<file path="src/video_defs.svh">
`ifndef VIDEO_DEFS_SVH
`define VIDEO_DEFS_SVH

// ==========================================================================
// Raster geometry, kept tiny for short simulations
// ==========================================================================
`define VID_H_ACTIVE     8   // Pixels per active line
`define VID_V_ACTIVE     2   // Active lines per frame
`define VID_H_SYNC       2   // Hsync width in cycles
`define VID_H_BACK       2   // Cycles between hsync and first pixel
`define VID_H_FRONT      2   // Cycles after last pixel
`define VID_V_SYNC       1   // Vsync width in lines
`define VID_V_BACK       1   // Blank lines after vsync
`define VID_V_FRONT      1   // Blank lines at frame end

// ==========================================================================
// Frame store sizing
// ==========================================================================
`define VID_FRAME_WORDS  16  // One Y/C word per pixel
`define VID_ADDR_W       4   // Word address inside one bank

// Fixed pipeline depths of the colour converters
`define VID_TO_YUV_LAT   2   // Products, then sums
`define VID_TO_RGB_LAT   3   // Capture, pair chroma, convert

`endif

</file>
<file path="src/video_pkg.sv">
package video_pkg;

  typedef logic [7:0]  t_chan;     // One colour or Y/C channel
  typedef logic [15:0] t_yc_word;  // Luma high byte and chroma low byte

  // Chroma carried by a packed word
  typedef enum logic {
    CHROMA_CB = 1'b0,              // Even pixel of a pair
    CHROMA_CR = 1'b1               // Odd pixel of a pair
  } t_chroma_sel;

  // Phase of one raster axis
  typedef enum logic [1:0] {
    PH_SYNC   = 2'd0,
    PH_BACK   = 2'd1,
    PH_ACTIVE = 2'd2,
    PH_FRONT  = 2'd3
  } t_sync_phase;

endpackage

</file>
<file path="src/rgb_to_yuv422.sv">
`timescale 1ns/1ns
`include "video_defs.svh"

module rgb_to_yuv422
(
  input  logic                sys_clk,
  input  logic                Sys_Rst_N,
  input  logic                i_vs,        // Frame start pulse
  input  logic                i_de,        // Pixel strobe
  input  video_pkg::t_chan    i_r,
  input  video_pkg::t_chan    i_g,
  input  video_pkg::t_chan    i_b,
  output logic                o_vs,
  output logic                o_de,
  output video_pkg::t_yc_word o_yc         // Y with Cb or Cr
);
  import video_pkg::*;

  logic [15:0] y_r, y_g, y_b;              // Luma products
  logic [15:0] cb_r, cb_g, cb_b;           // Blue difference products
  logic [15:0] cr_r, cr_g, cr_b;           // Red difference products
  logic [15:0] y_sum;
  logic [15:0] cb_sum;                     // Two's complement, top byte is floor
  logic [15:0] cr_sum;
  t_chan       y_val;
  t_chan       c_val;
  t_chroma_sel parity;                     // Chroma of next input pixel
  t_chroma_sel sel1;                       // Chroma of pixel in stage one
  logic [`VID_TO_YUV_LAT-1:0] vs_sr;
  logic [`VID_TO_YUV_LAT-1:0] de_sr;

  // ==========================================================================
  // Stage one, weighted products
  // ==========================================================================
  always_ff @(posedge sys_clk)
  begin
    y_r  <= 16'd66 * i_r;
    y_g  <= 16'd129 * i_g;
    y_b  <= 16'd25 * i_b;
    cb_r <= 16'd38 * i_r;
    cb_g <= 16'd74 * i_g;
    cb_b <= 16'd112 * i_b;
    cr_r <= 16'd112 * i_r;
    cr_g <= 16'd94 * i_g;
    cr_b <= 16'd18 * i_b;
  end

  always_ff @(posedge sys_clk or negedge Sys_Rst_N)
  begin
    if (!Sys_Rst_N)
    begin
      parity <= CHROMA_CB;
      sel1   <= CHROMA_CB;
      vs_sr  <= '0;
      de_sr  <= '0;
    end
    else
    begin
      sel1  <= i_vs ? CHROMA_CB : parity;  // New frame starts even
      vs_sr <= {vs_sr[`VID_TO_YUV_LAT-2:0], i_vs};
      de_sr <= {de_sr[`VID_TO_YUV_LAT-2:0], i_de};
      if (i_vs)
        parity <= i_de ? CHROMA_CR : CHROMA_CB;
      else if (i_de)
        parity <= (parity == CHROMA_CB) ? CHROMA_CR : CHROMA_CB;
    end
  end

  // ==========================================================================
  // Stage two, sums and offsets
  // ==========================================================================
  assign y_sum  = y_r + y_g + y_b + 16'd128;
  assign cb_sum = cb_b - cb_r - cb_g + 16'd128;   // Stays within 16 bit signed
  assign cr_sum = cr_r - cr_g - cr_b + 16'd128;
  assign y_val  = y_sum[15:8] + 8'd16;
  assign c_val  = (sel1 == CHROMA_CB) ? cb_sum[15:8] + 8'd128 : cr_sum[15:8] + 8'd128;

  always_ff @(posedge sys_clk)
  begin
    o_yc <= {y_val, c_val};
  end

  assign o_vs = vs_sr[`VID_TO_YUV_LAT-1];         // Matched to data
  assign o_de = de_sr[`VID_TO_YUV_LAT-1];

endmodule

</file>
<file path="src/frame_store.sv">
`timescale 1ns/1ns
`include "video_defs.svh"

module frame_store
(
  input  logic                sys_clk,
  input  logic                Sys_Rst_N,
  input  logic                i_wr_vs,      // Closes the frame being written
  input  logic                i_wr_de,
  input  video_pkg::t_yc_word i_wr_yc,
  input  logic                i_rd_vs,      // From timing generator
  input  logic                i_rd_hs,
  input  logic                i_rd_de,
  output logic                o_frame_avail,
  output logic                o_rd_vs,
  output logic                o_rd_hs,
  output logic                o_rd_de,
  output video_pkg::t_yc_word o_rd_yc
);
  import video_pkg::*;

  t_yc_word mem [0:2*`VID_FRAME_WORDS-1];   // Bank is the address MSB
  logic                   wr_bank;          // Bank being filled
  logic [`VID_ADDR_W-1:0] wr_addr;
  logic                   wr_dirty;         // Write bank holds pixels
  logic                   done_bank;        // Latest complete frame
  logic                   rd_bank;          // Bank shown this output frame
  logic [`VID_ADDR_W-1:0] rd_addr;

  // ==========================================================================
  // Write side
  // ==========================================================================
  always_ff @(posedge sys_clk)
  begin
    if (i_wr_de && !i_wr_vs)
      mem[{wr_bank, wr_addr}] <= i_wr_yc;
  end

  always_ff @(posedge sys_clk or negedge Sys_Rst_N)
  begin
    if (!Sys_Rst_N)
    begin
      wr_bank       <= 1'b0;
      wr_addr       <= '0;
      wr_dirty      <= 1'b0;
      done_bank     <= 1'b0;
      o_frame_avail <= 1'b0;
    end
    else if (i_wr_vs)
    begin
      if (wr_dirty)                         // First vs has nothing to close
      begin
        done_bank     <= wr_bank;
        wr_bank       <= ~wr_bank;
        o_frame_avail <= 1'b1;              // Sticky
      end
      wr_addr  <= '0;
      wr_dirty <= 1'b0;
    end
    else if (i_wr_de)
    begin
      wr_addr  <= wr_addr + 1'b1;
      wr_dirty <= 1'b1;
    end
  end

  // ==========================================================================
  // Read side
  // ==========================================================================
  always_ff @(posedge sys_clk or negedge Sys_Rst_N)
  begin
    if (!Sys_Rst_N)
    begin
      rd_bank <= 1'b0;
      rd_addr <= '0;
      o_rd_vs <= 1'b0;
      o_rd_hs <= 1'b0;
      o_rd_de <= 1'b0;
    end
    else
    begin
      o_rd_vs <= i_rd_vs;
      o_rd_hs <= i_rd_hs;
      o_rd_de <= i_rd_de;
      if (i_rd_vs && !o_rd_vs)
        rd_bank <= done_bank;               // Bank fixed at frame start
      if (i_rd_vs)
        rd_addr <= '0;
      else if (i_rd_de)
        rd_addr <= rd_addr + 1'b1;
    end
  end

  always_ff @(posedge sys_clk)
  begin
    o_rd_yc <= mem[{rd_bank, rd_addr}];     // Aligned with delayed sync
  end

endmodule

</file>
<file path="src/video_timing_gen.sv">
`timescale 1ns/1ns
`include "video_defs.svh"

module video_timing_gen
(
  input  logic sys_clk,
  input  logic Sys_Rst_N,
  input  logic i_frame_avail,     // Store holds a complete frame
  output logic o_hs,
  output logic o_vs,
  output logic o_de
);
  import video_pkg::*;

  t_sync_phase h_state;
  t_sync_phase v_state;
  logic [3:0]  h_cnt;             // Cycles inside h phase
  logic [3:0]  v_cnt;             // Lines inside v phase
  logic [3:0]  h_len;
  logic [3:0]  v_len;
  logic        h_last;
  logic        v_last;
  logic        line_end;
  logic        run;               // Start flag

  function automatic t_sync_phase next_phase(input t_sync_phase ph);
    case (ph)
      PH_SYNC:   return PH_BACK;
      PH_BACK:   return PH_ACTIVE;
      PH_ACTIVE: return PH_FRONT;
      default:   return PH_SYNC;
    endcase
  endfunction

  // Phase lengths
  always_comb
  begin
    case (h_state)
      PH_SYNC:   h_len = 4'(`VID_H_SYNC);
      PH_BACK:   h_len = 4'(`VID_H_BACK);
      PH_ACTIVE: h_len = 4'(`VID_H_ACTIVE);
      default:   h_len = 4'(`VID_H_FRONT);
    endcase
    case (v_state)
      PH_SYNC:   v_len = 4'(`VID_V_SYNC);
      PH_BACK:   v_len = 4'(`VID_V_BACK);
      PH_ACTIVE: v_len = 4'(`VID_V_ACTIVE);
      default:   v_len = 4'(`VID_V_FRONT);
    endcase
  end

  assign h_last   = (h_cnt == h_len - 4'd1);
  assign v_last   = (v_cnt == v_len - 4'd1);
  assign line_end = h_last && (h_state == PH_FRONT);

  // ==========================================================================
  // Horizontal and vertical FSMs
  // ==========================================================================
  always_ff @(posedge sys_clk or negedge Sys_Rst_N)
  begin
    if (!Sys_Rst_N)
    begin
      run     <= 1'b0;
      h_state <= PH_SYNC;         // Frame begins in vsync line
      h_cnt   <= '0;
      v_state <= PH_SYNC;
      v_cnt   <= '0;
    end
    else
    begin
      if (i_frame_avail)
        run <= 1'b1;
      if (run)
      begin
        h_cnt <= h_last ? 4'd0 : h_cnt + 4'd1;
        if (h_last)
          h_state <= next_phase(h_state);
        if (line_end)             // Vertical steps once per line
        begin
          v_cnt <= v_last ? 4'd0 : v_cnt + 4'd1;
          if (v_last)
            v_state <= next_phase(v_state);
        end
      end
    end
  end

  assign o_hs = run && (h_state == PH_SYNC);
  assign o_vs = run && (v_state == PH_SYNC);
  assign o_de = run && (h_state == PH_ACTIVE) && (v_state == PH_ACTIVE);

endmodule

</file>
<file path="src/yuv422_to_rgb.sv">
`timescale 1ns/1ns
`include "video_defs.svh"

module yuv422_to_rgb
(
  input  logic                sys_clk,
  input  logic                Sys_Rst_N,
  input  logic                i_vs,
  input  logic                i_hs,
  input  logic                i_de,
  input  video_pkg::t_yc_word i_yc,
  output logic                o_vs,
  output logic                o_hs,
  output logic                o_de,
  output video_pkg::t_chan    o_r,
  output video_pkg::t_chan    o_g,
  output video_pkg::t_chan    o_b
);
  import video_pkg::*;

  t_yc_word           yc1;          // Stage one word
  t_chroma_sel        sel1;         // Its place in the pair
  t_chroma_sel        parity;
  t_chan              y2, cb2, cr2; // Pixel with shared chroma
  t_chan              cb_hold;      // Cb of the even pixel
  logic signed [9:0]  y_t, cb_t, cr_t;
  logic signed [19:0] r_sum, g_sum, b_sum;
  logic [`VID_TO_RGB_LAT-1:0] vs_sr, hs_sr, de_sr;

  function automatic t_chan clip8(input logic signed [19:0] v);
    if (v[19])
      return 8'd0;                  // Below black
    else if (|v[18:16])
      return 8'd255;                // Above white
    else
      return v[15:8];
  endfunction

  always_ff @(posedge sys_clk or negedge Sys_Rst_N)
  begin
    if (!Sys_Rst_N)
    begin
      parity <= CHROMA_CB;
      sel1   <= CHROMA_CB;
      vs_sr  <= '0;
      hs_sr  <= '0;
      de_sr  <= '0;
    end
    else
    begin
      sel1  <= parity;
      vs_sr <= {vs_sr[`VID_TO_RGB_LAT-2:0], i_vs};
      hs_sr <= {hs_sr[`VID_TO_RGB_LAT-2:0], i_hs};
      de_sr <= {de_sr[`VID_TO_RGB_LAT-2:0], i_de};
      if (i_vs)
        parity <= CHROMA_CB;
      else if (i_de)
        parity <= (parity == CHROMA_CB) ? CHROMA_CR : CHROMA_CB;
    end
  end

  // ==========================================================================
  // Capture and chroma pairing
  // ==========================================================================
  always_ff @(posedge sys_clk)
  begin
    yc1 <= i_yc;
    y2  <= yc1[15:8];
    if (sel1 == CHROMA_CB)          // Odd partner is at the input now
    begin
      cb2     <= yc1[7:0];
      cr2     <= i_yc[7:0];
      cb_hold <= yc1[7:0];
    end
    else
    begin
      cb2 <= cb_hold;
      cr2 <= yc1[7:0];
    end
  end

  // ==========================================================================
  // BT.601 expansion
  // ==========================================================================
  assign y_t   = $signed({2'b00, y2}) - 10'sd16;
  assign cb_t  = $signed({2'b00, cb2}) - 10'sd128;
  assign cr_t  = $signed({2'b00, cr2}) - 10'sd128;
  assign r_sum = 20'sd298 * y_t + 20'sd409 * cr_t + 20'sd128;
  assign g_sum = 20'sd298 * y_t - 20'sd100 * cb_t - 20'sd208 * cr_t + 20'sd128;
  assign b_sum = 20'sd298 * y_t + 20'sd516 * cb_t + 20'sd128;

  always_ff @(posedge sys_clk)
  begin
    o_r <= clip8(r_sum);
    o_g <= clip8(g_sum);
    o_b <= clip8(b_sum);
  end

  assign o_vs = vs_sr[`VID_TO_RGB_LAT-1];
  assign o_hs = hs_sr[`VID_TO_RGB_LAT-1];
  assign o_de = de_sr[`VID_TO_RGB_LAT-1];

endmodule

</file>
<file path="src/video_top.sv">
`timescale 1ns/1ns

module video_top
(
  input  logic             sys_clk,
  input  logic             Sys_Rst_N,
  input  logic             i_vs,       // Input frame start
  input  logic             i_de,
  input  video_pkg::t_chan i_r,
  input  video_pkg::t_chan i_g,
  input  video_pkg::t_chan i_b,
  output logic             o_vs,       // Output raster
  output logic             o_hs,
  output logic             o_de,
  output video_pkg::t_chan o_r,
  output video_pkg::t_chan o_g,
  output video_pkg::t_chan o_b
);
  import video_pkg::*;

  logic     wr_vs, wr_de;              // Packed stream into store
  t_yc_word wr_yc;
  logic     frame_avail;
  logic     tg_vs, tg_hs, tg_de;       // Raster from timing FSMs
  logic     rd_vs, rd_hs, rd_de;       // Store output, one cycle later
  t_yc_word rd_yc;

  // ==========================================================================
  // Producer, store, consumer
  // ==========================================================================
  rgb_to_yuv422 u_rgb_to_yuv422 (
    .sys_clk (sys_clk), .Sys_Rst_N (Sys_Rst_N),
    .i_vs (i_vs), .i_de (i_de), .i_r (i_r), .i_g (i_g), .i_b (i_b),
    .o_vs (wr_vs), .o_de (wr_de), .o_yc (wr_yc)
  );

  frame_store u_frame_store (
    .sys_clk (sys_clk), .Sys_Rst_N (Sys_Rst_N),
    .i_wr_vs (wr_vs), .i_wr_de (wr_de), .i_wr_yc (wr_yc),
    .i_rd_vs (tg_vs), .i_rd_hs (tg_hs), .i_rd_de (tg_de),
    .o_frame_avail (frame_avail),
    .o_rd_vs (rd_vs), .o_rd_hs (rd_hs), .o_rd_de (rd_de), .o_rd_yc (rd_yc)
  );

  video_timing_gen u_video_timing_gen (
    .sys_clk (sys_clk), .Sys_Rst_N (Sys_Rst_N), .i_frame_avail (frame_avail),
    .o_hs (tg_hs), .o_vs (tg_vs), .o_de (tg_de)
  );

  yuv422_to_rgb u_yuv422_to_rgb (
    .sys_clk (sys_clk), .Sys_Rst_N (Sys_Rst_N),
    .i_vs (rd_vs), .i_hs (rd_hs), .i_de (rd_de), .i_yc (rd_yc),
    .o_vs (o_vs), .o_hs (o_hs), .o_de (o_de), .o_r (o_r), .o_g (o_g), .o_b (o_b)
  );

endmodule

</file>
<file path="config.mk">
export PLATFORM = sky130hd
export DESIGN_NAME = video_top
export DESIGN_NICKNAME = d
export VERILOG_FILES = /design/src/video_pkg.sv /design/src/rgb_to_yuv422.sv /design/src/frame_store.sv /design/src/video_timing_gen.sv /design/src/yuv422_to_rgb.sv /design/src/video_top.sv
export VERILOG_INCLUDE_DIRS = /design/src
export SDC_FILE = /design/constraint.sdc
export NUM_CORES = 1
export LEC_CHECK = 0
export ABC_AREA = 0
export BUFFER_PORTS_ARGS = -buffer_cell sky130_fd_sc_hd__buf_2
export CORE_MARGIN = 3
export CORE_UTILIZATION = 69
export CTS_CLUSTER_DIAMETER = 120
export DETAILED_ROUTE_END_ITERATION = 10
export GPL_ROUTABILITY_DRIVEN = 0
export PLACE_DENSITY = 0.86
export SETUP_SLACK_MARGIN = 0.02
export SYNTH_ARGS = -nofsm -noshare
export SYNTH_HDL_FRONTEND = slang
export SYNTH_SLANG_ARGS = --single-unit
</file>
<file path="constraint.sdc">
create_clock -name sys_clk -period 12.3 [get_ports sys_clk]
set_input_delay 1.23 -clock sys_clk [delete_from_list [all_inputs] [get_ports sys_clk]]
set_output_delay 1.23 -clock sys_clk [all_outputs]
set_load 0.02 [all_outputs]
</file>
==> results of run 1 <==
## Yosys cell counts (all sizes together) (5+ instances only)
| cell | instances | area share |
|---|---|---|
| and2 | 10 | 0.0015 |
| nand2 | 50 | 0.0046 |
| a22oi | 8 | 0.0015 |
| nor3 | 45 | 0.0056 |
| mux4 | 160 | 0.089 |
| nor2 | 105 | 0.0098 |
| o41ai | 5 | 0.0016 |
| o21a | 25 | 0.0046 |
| a21o | 52 | 0.0097 |
| or2 | 5 | 0.00077 |
| ha | 505 | 0.16 |
| nand4 | 10 | 0.0015 |
| dfrtp | 46 | 0.028 |
| dfxtp | 195 | 0.097 |
| a31oi | 10 | 0.0015 |
| mux2i | 6 | 0.0015 |
| mux2 | 27 | 0.0075 |
| a211oi | 16 | 0.0030 |
| inv | 367 | 0.034 |
| fa | 127 | 0.063 |
| and3 | 16 | 0.0025 |
| clkbuf | 32 | 0.0030 |
| nand2b | 8 | 0.0012 |
| a21oi | 94 | 0.012 |
| or3 | 11 | 0.0017 |
| o21ai | 50 | 0.0062 |
| a21boi | 9 | 0.0017 |
| nor2b | 21 | 0.0033 |
| o211ai | 7 | 0.0014 |
| buf | 20 | 0.0022 |
| xnor2 | 96 | 0.021 |
| o21bai | 26 | 0.0048 |
| xor2 | 59 | 0.013 |
| edfxtp | 520 | 0.39 |
| a221oi | 6 | 0.0013 |
| nand3b | 6 | 0.0011 |
| nand3 | 23 | 0.0028 |
## per-layer routing
| layer | vias to the layer above | routed length (um) | global-route usage |
|---|---|---|---|
| met1 | 12200 | 36400 | 0.436 |
| li1 | 10500 | - | - |
| met2 | 1620 | 48400 | 0.552 |
| met4 | 0 | 6310 | 0.192 |
| met5 | - | 0 | 0 |
| met3 | 412 | 9820 | 0.0673 |
## worst max-delay path: stages (launching register included)
cell and delay (ns):
dfxtp_1 0.32, inv_1 0.15, ha_1 0.22, or3b_2 0.55
inv_1 0.17, ha_1 0.27, ha_1 0.33, fa_1 0.49
fa_1 0.51, ha_1 0.32, ha_1 0.35, a21oi_1 0.23
o21bai_1 0.09, a21oi_1 0.23, o21ai_1 0.16, xor2_1 0.47
fa_1 0.50, ha_1 0.31, ha_1 0.38, nand3_1 0.11
o21ai_0 0.35, nand3_1 0.14, mux2_2 0.30, o311ai_2 0.49
a31oi_1 0.18
## state kept, by name (all words and copies together), names as in the netlist, 8 cells and up
register	cells
u_rgb_to_yuv422.cb_r	12
u_rgb_to_yuv422.cr_r	9
u_yuv422_to_rgb.cb2	8
u_rgb_to_yuv422.y_b	13
u_rgb_to_yuv422.cr_g	13
u_yuv422_to_rgb.o_r	8
u_rgb_to_yuv422.y_r	14
u_frame_store.mem	512
u_yuv422_to_rgb.cr2	8
u_rgb_to_yuv422.cr_b	8
u_yuv422_to_rgb.yc1	16
u_rgb_to_yuv422.cb_b	10
u_yuv422_to_rgb.y2	8
u_rgb_to_yuv422.o_yc	16
u_yuv422_to_rgb.o_g	8
u_rgb_to_yuv422.cb_g	12
u_frame_store.o_rd_yc	16
u_rgb_to_yuv422.y_g	16
u_yuv422_to_rgb.o_b	8
## path summary, 6_finish.rpt
kind	startpoint	to	slack [ns]	cells after the start
max	u_yuv422_to_rgb.y2[4]$_DFF_P_	u_yuv422_to_rgb.o_g[3]$_SDFF_PP0_	4.49	24
min reg2reg	u_yuv422_to_rgb.yc1[12]$_DFF_P_	u_yuv422_to_rgb.y2[4]$_DFF_P_	0.34	0
min	u_yuv422_to_rgb.yc1[12]$_DFF_P_	u_yuv422_to_rgb.y2[4]$_DFF_P_	0.34	0
min in group asynchronous	Sys_Rst_N	u_video_timing_gen.v_cnt[3]$_DFFE_PN0P_	0.81	1
max reg2reg	u_yuv422_to_rgb.y2[4]$_DFF_P_	u_yuv422_to_rgb.o_g[3]$_SDFF_PP0_	4.49	24
max in group asynchronous	Sys_Rst_N	u_frame_store.rd_addr[1]$_DFFE_PN0P_	10.68	1
## cell families (layout without fill, tap and decap cells)
| family | count (synthesis) | after routing | synth area share |
|---|---|---|---|
| flops | 761 | 761 | 0.512 |
| fa+ha+maj | 632 | 632 | 0.219 |
| buf+inv | 419 | 597 | 0.0392 |
| compound gates | 338 | 338 | 0.0565 |
| simple gates | 325 | 325 | 0.0402 |
| mux | 193 | 193 | 0.0982 |
| xor+xnor | 157 | 157 | 0.0347 |
## area by class of cell
class                   count  area, sq um  area share
multi-input cells        1645        18100       0.410
repair buffers             91          548      0.0124
clock buffers              98         2120      0.0478
inverters                 367         1380      0.0311
flip-flops and latches    761        20700       0.467
clock inverters            41          462      0.0104
well taps                 765          957      0.0216
## metrics by stage
stage,utilization,instance area (sq um),hold WS (ns),std cells
floorplan,-,40400,0.310,2825
global route,0.766,44300,0.341,3768
finish,0.766,44300,0.341,3768
global placement,0.721,41700,0.315,3629
detailed placement,0.721,41700,0.322,3629
CTS,0.766,44300,0.336,3768
==> load_flow_metrics.sql, run 1 <==
INSERT INTO impl_metrics (metric_group, metric, value, unit) VALUES
('setup_path', 'startpoint_type', 'register', ''),
('sta', 'fin_crit_sh', '0.635', ''),
('detailed_routing', 'mean_routed_wirelength_per_cell', '26.8', 'um'),
('sta', 'rsz0062_at_grt', 'no', ''),
('cts', 'clock_latency', '0.65', 'ns'),
('setup_path', 'worstPathArrival', '8.27', 'ns'),
('setup_path', 'timing_worst_setup_path_type', 'reg -> reg', ''),
('cts', 'cts_resized', '0', ''),
('synth', 'ys_seq_elements', '761', ''),
('detailed_routing', 'route.detailed.drc', '0', ''),
('run', 'cap_viol_max_count', '0', ''),
('cts', 'clkTransAtPathRegs', '0.07', 'ns'),
('sta', 'post-route-worst-setup-slack', '4.49', 'ns'),
('finish', 'diodes', '0', ''),
('floorplan', 'floorplan_die_height', '248', 'um'),
('cts', 'cts_inserted_buffers', '75', ''),
('sta', 'setup-violations-final', '0', ''),
('global_routing', 'largest_net_degree_at_the_start_of_global_routing', '72', ''),
('cts', 'clock_sink_count', '761', ''),
('sta', 'worst_clock_skew', '0.0522', 'ns'),
('finish', 'layout.cells.most_common', 'edfxtp_1', ''),
('floorplan', 'core_rows', '88', ''),
('status', 'status', 'completed', ''),
('setup_path', 'worstPathMaxFanout', '8', ''),
('floorplan', 'core-area', '0.0578', 'sq mm'),
('sta', 'max_freq', '128', 'MHz'),
('synth', 'post_synth_num_cell_types', '73', ''),
('global_routing', 'grt.total_usage', '0.341', ''),
('min_path', 'hp-class', 'reg -> reg', ''),
('cts', 'hold_buffers', '0', ''),
('placement', 'dp_slack', '4.62', 'ns'),
('synth', 'postSynthNetCount', '3485', ''),
('sta', 'minimum_clock_period_after_layout', '7.81', 'ns'),
('global_routing', 'grt_pass1_vias', '26200', ''),
('sta', 'final-max-slew-violation-count', '0', ''),
('sta', 'timing.final.hold_violations', '0', ''),
('finish', 'n_fill_cell', '3131', ''),
('cts', 'tritoncts', 'built', ''),
('global_routing', 'grt_first_pass_wirelength', '155000', 'um'),
('synth', 'synth_cells', '2825', ''),
('floorplan', 'initial_utilization', '0.699', ''),
('synth', 'syn_avg_cell_area', '14.3', 'sq um'),
('placement', 'post-dp-hpwl', '63100', 'um'),
('sta', 'slew_headroom', '0.129', ''),
('global_routing', 'grt_antenna_before_repair', '0', ''),
('cts', 'cts-root-to-sink-buffers', '3', ''),
('cts', 'post_cts_buffers', '0', ''),
('synth', 'synth-seq-area-share', '0.512', ''),
('global_routing', 'grt_overflow', '0', ''),
('cts', 'ctsRootBufferMaster', 'clkbuf_16', ''),
('detailed_routing', 'detail-route-antenna-nets', '0', ''),
('synth', 'asyncSetResetFlopFracSynth', '0.0604', ''),
('placement', 'total_of_buffers_placed_on_input_and_output_ports', '54', ''),
('floorplan', 'design.portCount', '55', ''),
('detailed_routing', 'first_pass_iters', '6', ''),
('detailed_routing', 'via_count', '24800', ''),
('detailed_routing', 'routed_wire_length', '101000', 'um'),
('finish', 'final_cell_mix', 'edfxtp_1 (520), ha_1 (505), inv_1 (367)', ''),
('floorplan', 'chipWidth', '248', 'um'),
('detailed_routing', 'detail_route.iter0.violations', '2347', ''),
('sta', 'max_slew.worst_pin.slew', '1.30', 'ns'),
('detailed_routing', 'route.detailed.vias_per_inst', '6.58', ''),
('cts', 'h-tree-depth', '3', ''),
('synth', 'count_of_flip_flops_with_a_built_in_enable_after_synthesis', '520', ''),
('synth', 'synth-main-ff-cell', 'edfxtp_1', ''),
('synth', 'post_synth_instance_area', '0.0404', 'sq mm'),
('setup_path', 'worst_ep_required_time', '12.76', 'ns'),
('synth', 'yosys_warnings', '0', ''),
('finish', 'syn_to_final_growth', '9.62', '%'),
('floorplan', 'die_area', '0.0615', 'sq mm'),
('setup_path', 'worst_setup_end_kind', 'register', ''),
('finish', 'finish.net_count', '3601', ''),
('sta', 'finalSetupTns', '0', 'ns'),
('finish', 'final_layout_size_suffix_gt1_frac', '0.142', '');
Power of run 1 is not shown: default switching activity piles up to over one toggle a cycle in this logic, so the estimate is an artifact.
==> run 2, diff against run 1 <==
Settings changed: ABC_AREA 0 to 1, CORE_UTILIZATION 69 to 64, PLACE_DENSITY 0.86 to 0.81.
Clock period 12.3 ns to 7.6 ns, I/O delays scaled along.
==> run 2 against run 1 <==
  * Non-clock buffer count up 15
  * Wire length increased by 0.17%
  * Highest routed layer unchanged
  * Setup slack worse by 3.7 ns
  * Via count up 23%
==> load_flow_metrics.sql, run 2 <==
INSERT INTO impl_metrics (metric_group, metric, value, unit) VALUES
('sta', 'setup-violations-final', '0', ''),
('cts', 'cts-root-to-sink-buffers', '3', ''),
('detailed_routing', 'routed_wire_length', '101000', 'um'),
('finish', 'utilization', '0.711', ''),
('cts', 'ctsRootBufferMaster', 'clkbuf_16', ''),
('setup_path', 'startpoint_type', 'register', ''),
('sta', 'finalSetupTns', '0', 'ns'),
('detailed_routing', 'first_pass_iters', '6', ''),
('synth', 'synth_cells', '4109', ''),
('synth', 'postSynthNetCount', '4769', ''),
('setup_path', 'worstPathArrival', '7.30', 'ns'),
('sta', 'slew_headroom', '0.0839', ''),
('finish', 'diodes', '0', ''),
('setup_path', 'r2r.worst_path.cells', '27', ''),
('sta', 'worst_clock_skew', '0.0568', 'ns'),
('sta', 'final-max-slew-violation-count', '0', ''),
('placement', 'placed_cells_incl_taps', '4958', ''),
('min_path', 'min_delay_worst_endpoint', 'u_rgb_to_yuv422.vs_sr[0]$_DFF_PN0_', ''),
('synth', 'count_of_flip_flops_with_a_built_in_enable_after_synthesis', '520', ''),
('synth', 'post-synth-top-count-cell', 'edfxtp_1', ''),
('detailed_routing', 'detail-route-antenna-nets', '0', ''),
('floorplan', 'core_rows', '93', ''),
('detailed_routing', 'detail_route.iter0.violations', '3103', ''),
('cts', 'cts_resized', '0', ''),
('synth', 'post_synth_num_cell_types', '47', ''),
('setup_path', 'worstReg2RegEnd', 'u_yuv422_to_rgb.o_g[4]$_SDFF_PP0_', ''),
('synth', 'syn_avg_cell_area', '10.4', 'sq um'),
('sta', 'max_slew.worst_pin.slew', '1.37', 'ns'),
('cts', 'post_cts_buffers', '0', ''),
('setup_path', 'worst_setup_end_kind', 'register', ''),
('detailed_routing', 'via_count', '30500', ''),
('placement', 'post_placement_cell_area', '0.0437', 'sq mm'),
('synth', 'post_synth_instance_area', '0.0426', 'sq mm'),
('status', 'status', 'completed', ''),
('cts', 'clock_sink_count', '761', ''),
('floorplan', 'floorplan_die_height', '264', 'um'),
('global_routing', 'grt.total_usage', '0.288', ''),
('floorplan', 'chipWidth', '264', 'um'),
('detailed_routing', 'route.detailed.drc', '0', ''),
('min_path', 'hold_path_depth', '1', ''),
('finish', 'syn_to_final_growth', '8.78', '%'),
('synth', 'post_synth_main_area_contributors', 'edfxtp_1 (37%), ha_1 (15%), dfxtp_1 (9.2%)', ''),
('synth', 'ys_seq_elements', '761', ''),
('finish', 'final_layout_size_suffix_gt1_frac', '0.0577', ''),
('finish', 'area.sequential', '0.0207', 'sq mm'),
('floorplan', 'core-area', '0.0652', 'sq mm'),
('finish', 'final_cell_mix', 'edfxtp_1 (520), ha_1 (505), inv_1 (502)', ''),
('synth', 'synth_commonest_cells', 'edfxtp_1 (520), ha_1 (505), inv_1 (504)', ''),
('finish', 'top_register', 'u_frame_store.mem', ''),
('cts', 'clock_latency', '0.63', 'ns'),
('sta', 'timing.final.hold_violations', '0', ''),
('global_routing', 'grt_first_pass_wirelength', '158000', 'um'),
('synth', 'synth-seq-area-share', '0.486', ''),
('synth', 'yosys_warnings', '0', ''),
('cts', 'hold_buffers', '0', ''),
('synth', 'synth_top_area_cell', 'edfxtp_1', ''),
('synth', 'asyncSetResetFlopFracSynth', '0.0604', ''),
('cts', 'tritoncts', 'built', ''),
('floorplan', 'die_area', '0.0696', 'sq mm'),
('finish', 'number_of_flip_flops_in_the_largest_register', '512', ''),
('synth', 'area_share_of_the_largest_cell_type_after_synthesis', '0.367', ''),
('run', 'cap_viol_max_count', '0', ''),
('global_routing', 'grt_overflow', '0', ''),
('setup_path', 'worstPathMaxFanout', '8', ''),
('sta', 'minimum_clock_period_after_layout', '6.85', 'ns'),
('finish', 'n_fill_cell', '4463', ''),
('finish', 'layoutNonFillerInstCount', '5100', ''),
('setup_path', 'regToRegStartpoint', 'u_yuv422_to_rgb.y2[4]$_DFF_P_', ''),
('detailed_routing', 'mean_routed_wirelength_per_cell', '19.8', 'um'),
('global_routing', 'largest_net_degree_at_the_start_of_global_routing', '206', ''),
('cts', 'clkTransAtPathRegs', '0.06', 'ns'),
('cts', 'cts_inserted_buffers', '78', ''),
('setup_path', 'reg2reg_slack', '0.75', 'ns'),
('min_path', 'hp-class', 'in -> reg', ''),
('global_routing', 'grt_pass1_vias', '30000', ''),
('setup_path', 'worst_ep_required_time', '8.04', 'ns'),
('cts', 'h-tree-depth', '3', ''),
('floorplan', 'initial_utilization', '0.653', ''),
('detailed_routing', 'route.detailed.vias_per_inst', '5.98', ''),
('setup_path', 'timing_worst_setup_path_type', 'reg -> reg', ''),
('placement', 'post-dp-hpwl', '66400', 'um'),
('placement', 'total_of_buffers_placed_on_input_and_output_ports', '54', ''),
('floorplan', 'design.portCount', '55', ''),
('min_path', 'worst_hold_startpoint', 'i_vs', ''),
('sta', 'max_freq', '146', 'MHz'),
('global_routing', 'grt_antenna_before_repair', '1', ''),
('sta', 'fin_crit_sh', '0.901', ''),
('finish', 'multi_input_comb_area', '0.0194', 'sq mm'),
('sta', 'rsz0062_at_grt', 'no', ''),
('synth', 'synth-main-ff-cell', 'edfxtp_1', ''),
('finish', 'finish.net_count', '4843', ''),
('finish', 'stdcell_area', '0.0463', 'sq mm'),
('finish', 'layout.cells.most_common', 'edfxtp_1', '');
-- run 2: cell count changes in the layout (fill, tap and decap cells not counted), sizes merged, moves of 27 or more --
cell and delta:
a21o -40, a21oi +94, inv +142, mux2 -27, mux4 -160, nand2 +423, nand3 +131, nor2 +385
o21ai +315, o221ai +85, o22ai +45, xnor2 -58, xor2 +57
-- run 2: per-layer routing --
metal | part of all wire | GRT usage | wire [um]
met5 | 0 | 0 | 0
met3 | 0.10 | 0.0590 | 10200
met4 | 0.043 | 0.127 | 4320
met2 | 0.46 | 0.459 | 46800
met1 | 0.39 | 0.384 | 39800
-- run 2: worst max path at each step --
stage,start,end,slack (ns),cells past startpoint
after floorplan,u_yuv422_to_rgb.y2[4]$_DFF_P_,u_yuv422_to_rgb.o_g[0]$_SDFF_PP0_,1.48,30
after CTS,u_yuv422_to_rgb.y2[4]$_DFF_P_,u_yuv422_to_rgb.o_g[4]$_SDFF_PP0_,0.77,27
after global placement,u_yuv422_to_rgb.y2[4]$_DFF_P_,u_yuv422_to_rgb.o_g[4]$_SDFF_PP0_,1.06,30
after global routing,u_yuv422_to_rgb.y2[4]$_DFF_P_,u_yuv422_to_rgb.o_g[3]$_SDFF_PP0_,0.25,27
after detailed placement,u_yuv422_to_rgb.y2[4]$_DFF_P_,u_yuv422_to_rgb.o_g[0]$_SDFF_PP0_,0.90,27
final,u_yuv422_to_rgb.y2[4]$_DFF_P_,u_yuv422_to_rgb.o_g[4]$_SDFF_PP0_,0.75,27
-- run 2: cell type report --
type,instances,area share
multi-input combinational,2728,0.419
timing repair buffer,106,0.0145
sequential,761,0.447
inverter,508,0.0413
clock inverter,32,0.00797
tap,855,0.0231
clock buffer,110,0.0476
-- run 2: critical path: stages, from the launching register on --
cell and delay (ns):
dfxtp_1 0.31, inv_1 0.09, ha_1 0.31, inv_1 0.11
ha_1 0.26, ha_1 0.28, inv_1 0.05, fa_1 0.48
inv_1 0.06, fa_1 0.44, fa_1 0.49, ha_1 0.40
a21oi_1 0.21, nand2_1 0.13, xor2_1 0.42, inv_1 0.13
fa_1 0.55, inv_1 0.04, ha_1 0.28, ha_1 0.35
a21oi_1 0.33, o21ai_0 0.20, a21oi_1 0.22, nand3_1 0.10
nand2_1 0.08, nand3_2 0.14, nor2_1 0.14, nor2_1 0.06
-- run 2: cells by family after synthesis --
family                   count (synthesis)  synth area share
AND/OR/NAND/NOR                       1175             0.112
AO/OA/AOI/OAI                          767             0.104
flip-flops                             761             0.486
adder cells (fa/ha/maj)                632             0.208
buffers and inverters                  620            0.0587
XOR/XNOR                               154            0.0322
-- run 2: through the flow --
stage	setup WS (ns)	hold WS (ns)
floorplan	1.48	0.310
global placement	1.06	0.310
detailed placement	0.902	0.312
CTS	0.772	0.236
global route	0.246	0.245
finish	0.749	0.257
Power of run 2 is left out for the same reason.
